File: config.mk
export PLATFORM = sky130hd
export DESIGN_NAME = fetch_redirect_top
export DESIGN_NICKNAME = d
export VERILOG_FILES = /design/src/fetch_pkg.sv /design/src/fetch_redirect_top.sv /design/src/npc.sv /design/src/exc_flush_ctrl.sv /design/src/branch_resolve.sv /design/src/fetch_pc.sv
export VERILOG_INCLUDE_DIRS = /design/src
export SDC_FILE = /design/constraint.sdc
export NUM_CORES = 1
export LEC_CHECK = 0
export ABC_CLOCK_PERIOD_IN_PS = 5000
export BUFFER_PORTS_ARGS = -buffer_cell sky130_fd_sc_hd__buf_4
export CAP_MARGIN = 20
export CORE_MARGIN = 2
export CORE_UTILIZATION = 50
export CTS_CLUSTER_DIAMETER = 60
export DETAILED_ROUTE_END_ITERATION = 10
export PLACE_DENSITY = 0.81
export SYNTH_ARGS = -nofsm -noshare
export SYNTH_HDL_FRONTEND = slang
export SYNTH_SLANG_ARGS = --single-unit
File: constraint.sdc
create_clock -name clk -period 5 [get_ports clk]
set_input_delay 0.25 -clock clk [delete_from_list [all_inputs] [get_ports clk]]
set_output_delay 0.25 -clock clk [all_outputs]
set_load 0.1 [all_outputs]
File: src/fetch_cfg.svh
`ifndef FETCH_CFG_SVH
`define FETCH_CFG_SVH

// Instruction address width
`define FETCH_ADDR_W 32

// Boot ROM entry after reset
`define RESET_PC 32'hBFC00000

// General exception entry, fixed since status BEV is not modelled
`define EXC_VECTOR 32'hBFC00380

`endif
File: src/fetch_pkg.sv
`default_nettype none

`include "fetch_cfg.svh"

package fetch_pkg;

	// Instruction address as seen by fetch
	typedef logic [`FETCH_ADDR_W-1:0] addr_t;

	// Kind of control transfer sitting in EX
	typedef enum logic [1:0] {
		NPC_SEQ    = 2'b00, // Plain sequential instruction
		NPC_BRANCH = 2'b01, // Conditional branch
		NPC_JUMP   = 2'b10, // Jump to immediate target
		NPC_JRET   = 2'b11  // Jump to register value
	} npc_op_t;

endpackage

`default_nettype wire

File: src/fetch_redirect_top.sv
`timescale 1ns/1ps
`default_nettype none

module fetch_redirect_top
	import fetch_pkg::*;
(
	input  logic    clk,
	input  logic    rst,
	input  logic    can_go,
	input  logic    ex_valid,
	input  npc_op_t ex_npc_op,
	input  addr_t   ex_pc,
	input  logic    ex_taken,
	input  addr_t   ex_branch_target,
	input  addr_t   ex_jump_target,
	input  addr_t   ex_ret_addr,
	input  addr_t   ex_fetched_npc,
	input  logic    mem1_exception,
	input  logic    mem1_eret,
	input  addr_t   mem1_pc,
	output addr_t   pc,
	output addr_t   npc,
	output logic    instr_flush,
	output logic    if_flush,
	output logic    id_flush,
	output logic    ex_flush,
	output logic    mem1_flush
);

	addr_t npc_seq;
	addr_t npc_branch;
	addr_t npc_jump;
	addr_t npc_jret;
	logic  flush_seq;
	logic  flush_branch;
	logic  flush_jump;
	logic  flush_jret;
	addr_t target_addr_final;
	logic  ee;
	addr_t npc_ee;

	fetch_pc u_fetch_pc (
		.clk               (clk),
		.rst               (rst),
		.can_go            (can_go),
		.npc               (npc),
		.pc                (pc),
		.target_addr_final (target_addr_final)
	);

	branch_resolve u_branch_resolve (
		.ex_valid         (ex_valid),
		.ex_taken         (ex_taken),
		.ex_pc            (ex_pc),
		.ex_branch_target (ex_branch_target),
		.ex_jump_target   (ex_jump_target),
		.ex_ret_addr      (ex_ret_addr),
		.ex_fetched_npc   (ex_fetched_npc),
		.npc_seq          (npc_seq),
		.npc_branch       (npc_branch),
		.npc_jump         (npc_jump),
		.npc_jret         (npc_jret),
		.flush_seq        (flush_seq),
		.flush_branch     (flush_branch),
		.flush_jump       (flush_jump),
		.flush_jret       (flush_jret)
	);

	exc_flush_ctrl u_exc_flush_ctrl (
		.clk            (clk),
		.rst            (rst),
		.can_go         (can_go),
		.mem1_exception (mem1_exception),
		.mem1_eret      (mem1_eret),
		.mem1_pc        (mem1_pc),
		.ee             (ee),
		.npc_ee         (npc_ee),
		.if_flush       (if_flush),
		.id_flush       (id_flush),
		.ex_flush       (ex_flush),
		.mem1_flush     (mem1_flush)
	);

	npc u_npc (
		.npc_op            (ex_npc_op),
		.npc_seq           (npc_seq),
		.npc_branch        (npc_branch),
		.npc_jump          (npc_jump),
		.npc_jret          (npc_jret),
		.target_addr_final (target_addr_final),
		.npc_ee            (npc_ee),
		.flush_seq         (flush_seq),
		.flush_branch      (flush_branch),
		.flush_jump        (flush_jump),
		.flush_jret        (flush_jret),
		.ee                (ee),
		.npc               (npc),
		.instr_flush       (instr_flush)
	);

endmodule

`default_nettype wire

File: src/npc.sv
`timescale 1ns/1ps
`default_nettype none

module npc
	import fetch_pkg::*;
(
	input  npc_op_t npc_op,
	input  addr_t   npc_seq,
	input  addr_t   npc_branch,
	input  addr_t   npc_jump,
	input  addr_t   npc_jret,
	input  addr_t   target_addr_final,
	input  addr_t   npc_ee,
	input  logic    flush_seq,
	input  logic    flush_branch,
	input  logic    flush_jump,
	input  logic    flush_jret,
	input  logic    ee,
	output addr_t   npc,
	output logic    instr_flush
);

	addr_t npc_temp;
	logic  branch_error;

	// Candidate and mispredict flag of the EX instruction
	always_comb begin
		case (npc_op)
			NPC_SEQ: begin
				npc_temp     = npc_seq;
				branch_error = flush_seq;
			end
			NPC_BRANCH: begin
				npc_temp     = npc_branch;
				branch_error = flush_branch;
			end
			NPC_JUMP: begin
				npc_temp     = npc_jump;
				branch_error = flush_jump;
			end
			default: begin
				npc_temp     = npc_jret; // jr
				branch_error = flush_jret;
			end
		endcase
	end

	// Exception or eret, then EX correction, then fall-through
	always_comb begin
		if (ee) begin
			npc = npc_ee;
		end else if (branch_error) begin
			npc = npc_temp;
		end else begin
			npc = target_addr_final;
		end
	end

	assign instr_flush = branch_error | ee;

endmodule

`default_nettype wire

File: src/exc_flush_ctrl.sv
`timescale 1ns/1ps
`default_nettype none

`include "fetch_cfg.svh"

module exc_flush_ctrl
	import fetch_pkg::*;
(
	input  logic  clk,
	input  logic  rst,
	input  logic  can_go,
	input  logic  mem1_exception,
	input  logic  mem1_eret,
	input  addr_t mem1_pc,
	output logic  ee,
	output addr_t npc_ee,
	output logic  if_flush,
	output logic  id_flush,
	output logic  ex_flush,
	output logic  mem1_flush
);

	addr_t epc;

	// EPC only captures when the faulting instruction really leaves MEM1
	always_ff @(posedge clk) begin
		if (rst) begin
			epc <= '0;
		end else if (mem1_exception && can_go) begin
			epc <= mem1_pc;
		end
	end

	assign ee = mem1_exception | mem1_eret;

	// Exception beats eret in the same cycle
	assign npc_ee = mem1_exception ? addr_t'(`EXC_VECTOR) : epc;

	// Younger stages are killed right away
	assign if_flush = ee;
	assign id_flush = ee;
	assign ex_flush = ee;

	assign mem1_flush = ee & can_go; // Only once MEM1 moves on

endmodule

`default_nettype wire

File: src/branch_resolve.sv
`timescale 1ns/1ps
`default_nettype none

module branch_resolve
	import fetch_pkg::*;
(
	input  logic  ex_valid,
	input  logic  ex_taken,
	input  addr_t ex_pc,
	input  addr_t ex_branch_target,
	input  addr_t ex_jump_target,
	input  addr_t ex_ret_addr,
	input  addr_t ex_fetched_npc,
	output addr_t npc_seq,
	output addr_t npc_branch,
	output addr_t npc_jump,
	output addr_t npc_jret,
	output logic  flush_seq,
	output logic  flush_branch,
	output logic  flush_jump,
	output logic  flush_jret
);

	localparam addr_t INSTR_BYTES = addr_t'(4);

	addr_t ex_pc_plus4;

	// A valid instruction whose real successor is not what fetch picked
	function automatic logic mispredict(
		input logic  valid,
		input addr_t correct,
		input addr_t fetched
	);
		mispredict = valid && (correct != fetched);
	endfunction

	assign ex_pc_plus4 = ex_pc + INSTR_BYTES;

	// Correct successor per transfer kind
	assign npc_seq    = ex_pc_plus4;
	assign npc_branch = ex_taken ? ex_branch_target : ex_pc_plus4; // Fall-through if not taken
	assign npc_jump   = ex_jump_target;
	assign npc_jret   = ex_ret_addr; // jr target from register read

	assign flush_seq    = mispredict(ex_valid, npc_seq, ex_fetched_npc);
	assign flush_branch = mispredict(ex_valid, npc_branch, ex_fetched_npc);
	assign flush_jump   = mispredict(ex_valid, npc_jump, ex_fetched_npc);
	assign flush_jret   = mispredict(ex_valid, npc_jret, ex_fetched_npc);

endmodule

`default_nettype wire

File: src/fetch_pc.sv
`timescale 1ns/1ps
`default_nettype none

`include "fetch_cfg.svh"

module fetch_pc
	import fetch_pkg::*;
(
	input  logic  clk,
	input  logic  rst,
	input  logic  can_go,
	input  addr_t npc,
	output addr_t pc,
	output addr_t target_addr_final
);

	localparam addr_t INSTR_BYTES = addr_t'(4);

	always_ff @(posedge clk) begin
		if (rst) begin
			pc <= `RESET_PC; // Boot address
		end else if (can_go) begin
			pc <= npc;
		end
	end

	// Static not-taken guess, always the next word
	assign target_addr_final = pc + INSTR_BYTES;

endmodule

`default_nettype wire

## Word level (Yosys, flattened, before mapping)

Cells that the tools add are included.

- $add $sub $neg: 2
- Equal/unequal tests: 6
- Mux-type cells: 6
- Bitwise operators: 3
- Reductions and logical operators: 6

Operators by type and width:

| operator | number |
|---|---|
| 32-bit 2-to-1 mux | 4 |
| 32-bit != test | 4 |
| 32-bit case mux with 3 select lines | 1 |
| 32-bit by 3-bit adder with 32-bit output, second input constant | 2 |
| 1-bit logical AND | 5 |
| 1-bit case mux with 3 select lines | 1 |
| 2-bit by 1-bit == test with 1-bit output, second input constant | 1 |
| 2-bit == test, second input constant | 1 |
| 2-bit logical NOT | 1 |
| 1-bit OR | 2 |
| 1-bit AND | 1 |

- Bits in registers: 64
- Input port bits: 201
- Output and inout bits: 69
- Word-level logic and storage cells: 25

## Depth between registers and ports, before layout

- Depth after elaboration: 7
- Depth in mapped cells: 17

## Hierarchy

From an unflattened synthesis, not the netlist that was laid out.

- Cell total of the unflattened synthesis: 1,055
- Area total of the unflattened synthesis: 8,984.9 µm²

By module, submodules not included:

| module | instances | cells each | area each (µm²) |
|---|---|---|---|
| branch_resolve | 1 | 531 | 3,878.7 |
| exc_flush_ctrl | 1 | 186 | 1,910.6 |
| fetch_pc | 1 | 189 | 1,704.1 |
| npc | 1 | 149 | 1,491.4 |

## Worst setup path before layout

OpenSTA, ideal clock, no wires.

- Path type: in2out
- Start: input port ex_pc[4]
- End: output port npc[23]
- Data arrival time: 6.708 ns
- Data required time: 4.750 ns
- Slack: -1.958 ns
- Stages on the path: 13
- Buffers on the path: 5
- Cell sequence: buf_2 -> nand3_2 -> or4_4 -> buf_6 -> or4_4 -> a221oi_1 -> nand4_1 -> or4_1 -> clkbuf_1 -> o21a_1 -> buf_6 -> buf_2 -> o311ai_0

- Longest elaborated chain between the ends: 7
- Elaborated cells between the ends (all ways): 10
- Classes of those cells: add/sub (1); eq/ne (2); mux (5); reduce/logical (2)

RTL lines:

| what | line | source |
|---|---|---|
| start, declared | fetch_redirect_top.sv:12 | `input addr_t ex_pc,` |
| 32-bit by 3-bit adder with 32-bit output * | branch_resolve.sv:37 | `assign ex_pc_plus4 = ex_pc + INSTR_BYTES;` |
| 32-bit 2-to-1 mux | branch_resolve.sv:41 | `assign npc_branch = ex_taken ? ex_branch_target : ex_pc_plus4;` |
| 32-bit != test | branch_resolve.sv:34 | `mispredict = valid && (correct != fetched);` |
| 1-bit logical AND | branch_resolve.sv:34 |  |
| 1-bit case mux with 3 select lines | npc.sv:28 | `case (npc_op)` |
| 32-bit 2-to-1 mux * | npc.sv:52 | `end else if (branch_error) begin` |
| 32-bit 2-to-1 mux * | npc.sv:50 | `if (ee) begin` |
| end, declared | fetch_redirect_top.sv:22 | `output addr_t npc,` |

Every way passes the cells marked *; elsewhere a longest branch is shown, timed or not.

## Final worst setup path

- Start: input port ex_pc[2]
- End: output port npc[25]

Same word-level chain as after synthesis.

==> flow_summary_export.csv <==
group,metric,value,unit
synthesis,async_reset_ff_frac,0,
synthesis,synth_edf_count,0,
floorplan,start_util,0.511,
routing,wl_per_cell,23.7,µm
synthesis,synth_seq_cells,64,
critical_path,critical_path_arrival,4.50,ns
clock_network,clk_latency,0.34,ns
power_and_ir_drop,power_density,216,nW/µm²
placement,io_buffer_count,269,
worst_hold_path,hold_class,"in2reg",
power_and_ir_drop,p_int,1.26,mW
placement,place_inst,1463,
timing,period_needed,4.75,ns
floorplan,io_pins,270,
critical_path,cp-end-kind,"primary output",
synthesis,ys_warn_count,0,
clock_network,cts-resized-gates,0,
cells_and_area,utilization,0.683,
cells_and_area,layout_commonest_cell,"buf_4",
grt,grt_pass1_vias,9403,
placement,gp_congestion,1.07,
timing,hold_viol,0,
timing,setup_slack,0.247,ns
timing,fmax,0.210,GHz
clock_network,cts_tree,"yes",
timing,finalSetupViolCount,0,
clock_network,cts_root_buf,"clkbuf_16",
power_and_ir_drop,leakage,4.02,nW
cells_and_area,syn_to_final_growth,33.6,%
critical_path,cp.required,4.75,ns
clock_network,numCtsBuffers,9,
clock_network,cts_sinks,64,
placement,hpwl,27000,µm
synthesis,yosys.area.top_type_share,0.173,
floorplan,die_w,126,µm
synthesis,synth_area_leaders,"dfxtp_1 (17%), nand2_1 (6.5%), a21oi_1 (5.6%)",
routing,wl,35100,µm
cells_and_area,fin_nets,1496,
power_and_ir_drop,p_total,2.13,mW
timing,period_share,0.951,
routing,via_count,10100,
grt,grt_max_degree,55,
clock_network,post_cts_buffers,0,
clock_network,clk_pin_slew,0.05,ns
routing,drtAntennaViolNets,0,
routing,vias_per_cell,6.83,
timing,max-slew-margin-rel,0.349,
cells_and_area,layout_common_cells,"buf_4 (289), nand2_1 (129), a21oi_1 (82)",
routing,remaining_drc_errors,0,
timing,finalClockSkew,0.00704,ns
synthesis,syn-cell-area,7400,µm²
critical_path,crit_path_start_kind,"input pin",
job,maxCapViolations,0,
timing,hold_ws,0.160,ns
synthesis,syn_avg_cell_area,6.91,µm²
synthesis,synth_top_area_cell,"dfxtp_1",
placement,dp_slack,0.394,ns
synthesis,ys_seq_area_frac,0.173,
synthesis,synth_ff_type,"dfxtp_1",
timing,drv_slew,0,
grt,grt_remaining_overflow,0,
clock_network,h-tree-depth,3,
timing,tightest_slew,0.968,ns
outcome,status,"finished, final reports clean",
power_and_ir_drop,p_clk_frac,0.289,
floorplan,core-area,14500,µm²
power_and_ir_drop,seqPwrFrac,0.262,
floorplan,die-area,15800,µm²
grt,track_usage,0.421,
power_and_ir_drop,comb_power_share,0.449,
power_and_ir_drop,switching_power,877,µW
critical_path,worst-path-max-fanout,25,
cells_and_area,drive_gt1_frac,0.274,
floorplan,num_rows,44,
clock_network,clockBufferDepth,2,
power_and_ir_drop,swShare,0.411,
routing,dr.pass1.iters,7,
routing,first_iter_violations,1255,
clock_network,holdBufCountCts,0,
floorplan,fp.dieH,126,µm
synthesis,synth_cell_types,82,
cells_and_area,final_cell_count_no_fill,1481,
synthesis,syn-num-nets,1274,
synthesis,synth_cells,1071,
grt,grt_pass1_wl,52900,µm
grt,antenna_found_initial,1,
timing,rsz0062_at_grt,"no",
critical_path,path_class,"in2out",
power_and_ir_drop,peakVddDrop,249,µV
cells_and_area,antennaDiodeCount,0,
## cells by family after synthesis
family,after synthesis,share of synthesized area
AND/OR/NAND/NOR,451,0.326
AO/OA/AOI/OAI,342,0.307
buffers and inverters,118,0.0673
flip-flops,64,0.173
XOR/XNOR,49,0.0580
multiplexers,45,0.0656
adder cells (fa/ha/maj),2,0.00338
## final cells by class
class / instances / area [µm²]
Clock buffer: 12 / 246
Clock inverter: 3 / 42.5
Fill cell: 1258 / 4600
Inverter: 34 / 128
Multi-Input combinational cell: 889 / 5660
Sequential cell: 64 / 1280
Tap cell: 184 / 230
Timing Repair Buffer: 295 / 2290
## worst max-delay path, cell delays in order
cell	delay [ns]
buf_4	0.11
ha_1	0.25
and4_1	0.38
nand4_2	0.30
o31ai_1	0.46
a221o_1	0.21
o31ai_1	0.18
nor4_1	0.37
buf_4	0.18
or4b_1	0.56
o21a_1	0.26
buf_12	0.17
or3_1	0.37
o311ai_2	0.09
buf_4	0.34
## power groups by stage
| stage | logic (mW) | clock network, mW | registers [mW] |
|---|---|---|---|
| after floorplan | 0.506 | 0 | 0.637 |
| after detailed placement | 0.922 | 0 | 0.569 |
| after global routing | 0.998 | 0.640 | 0.562 |
| after CTS | 0.928 | 0.615 | 0.559 |
| after global placement | 0.922 | 0 | 0.567 |
| final | 0.958 | 0.616 | 0.560 |
## cells in the mapped netlist, drive strengths merged (26+ instances only)
cell,instances
nand2,129
a21oi,83
nor2,72
o21ai,66
dfxtp,64
clkbuf,51
nand3,44
inv,34
buf,33
nor3,30
o22ai,29
nor4,28
xnor2,26
## registers in the layout, summed over array words and instances, names as in the netlist
name and cells:
u_exc_flush_ctrl.epc 32, u_fetch_pc.pc 32
## layer usage
layer / track usage / vias up / share of wire
met3: 0.0939 / 134 / 0.14
met2: 0.691 / 898 / 0.46
met1: 0.530 / 4605 / 0.36
met5: 0 / - / 0
li1: - / 4484 / -
met4: 0.188 / 0 / 0.049
## stage by stage
step / area, µm² / TNS, ns
global route: 9880 / 0
global placement: 9540 / 0
finish: 9880 / 0
detailed placement: 9540 / 0
CTS: 9830 / 0
floorplan: 7440 / -0.780
## worst paths after layout
kind	from	endpoint	slack, ns	depth (start not counted)
min	mem1_pc[7]	u_exc_flush_ctrl.epc[7]	0.16	3
min reg2reg	u_exc_flush_ctrl.epc[13]	u_exc_flush_ctrl.epc[13]	0.46	2
max reg2reg	u_fetch_pc.pc[4]	u_fetch_pc.pc[30]	2.24	10
max	ex_pc[2]	npc[25]	0.25	15
Power figures use the tool's default switching activity.
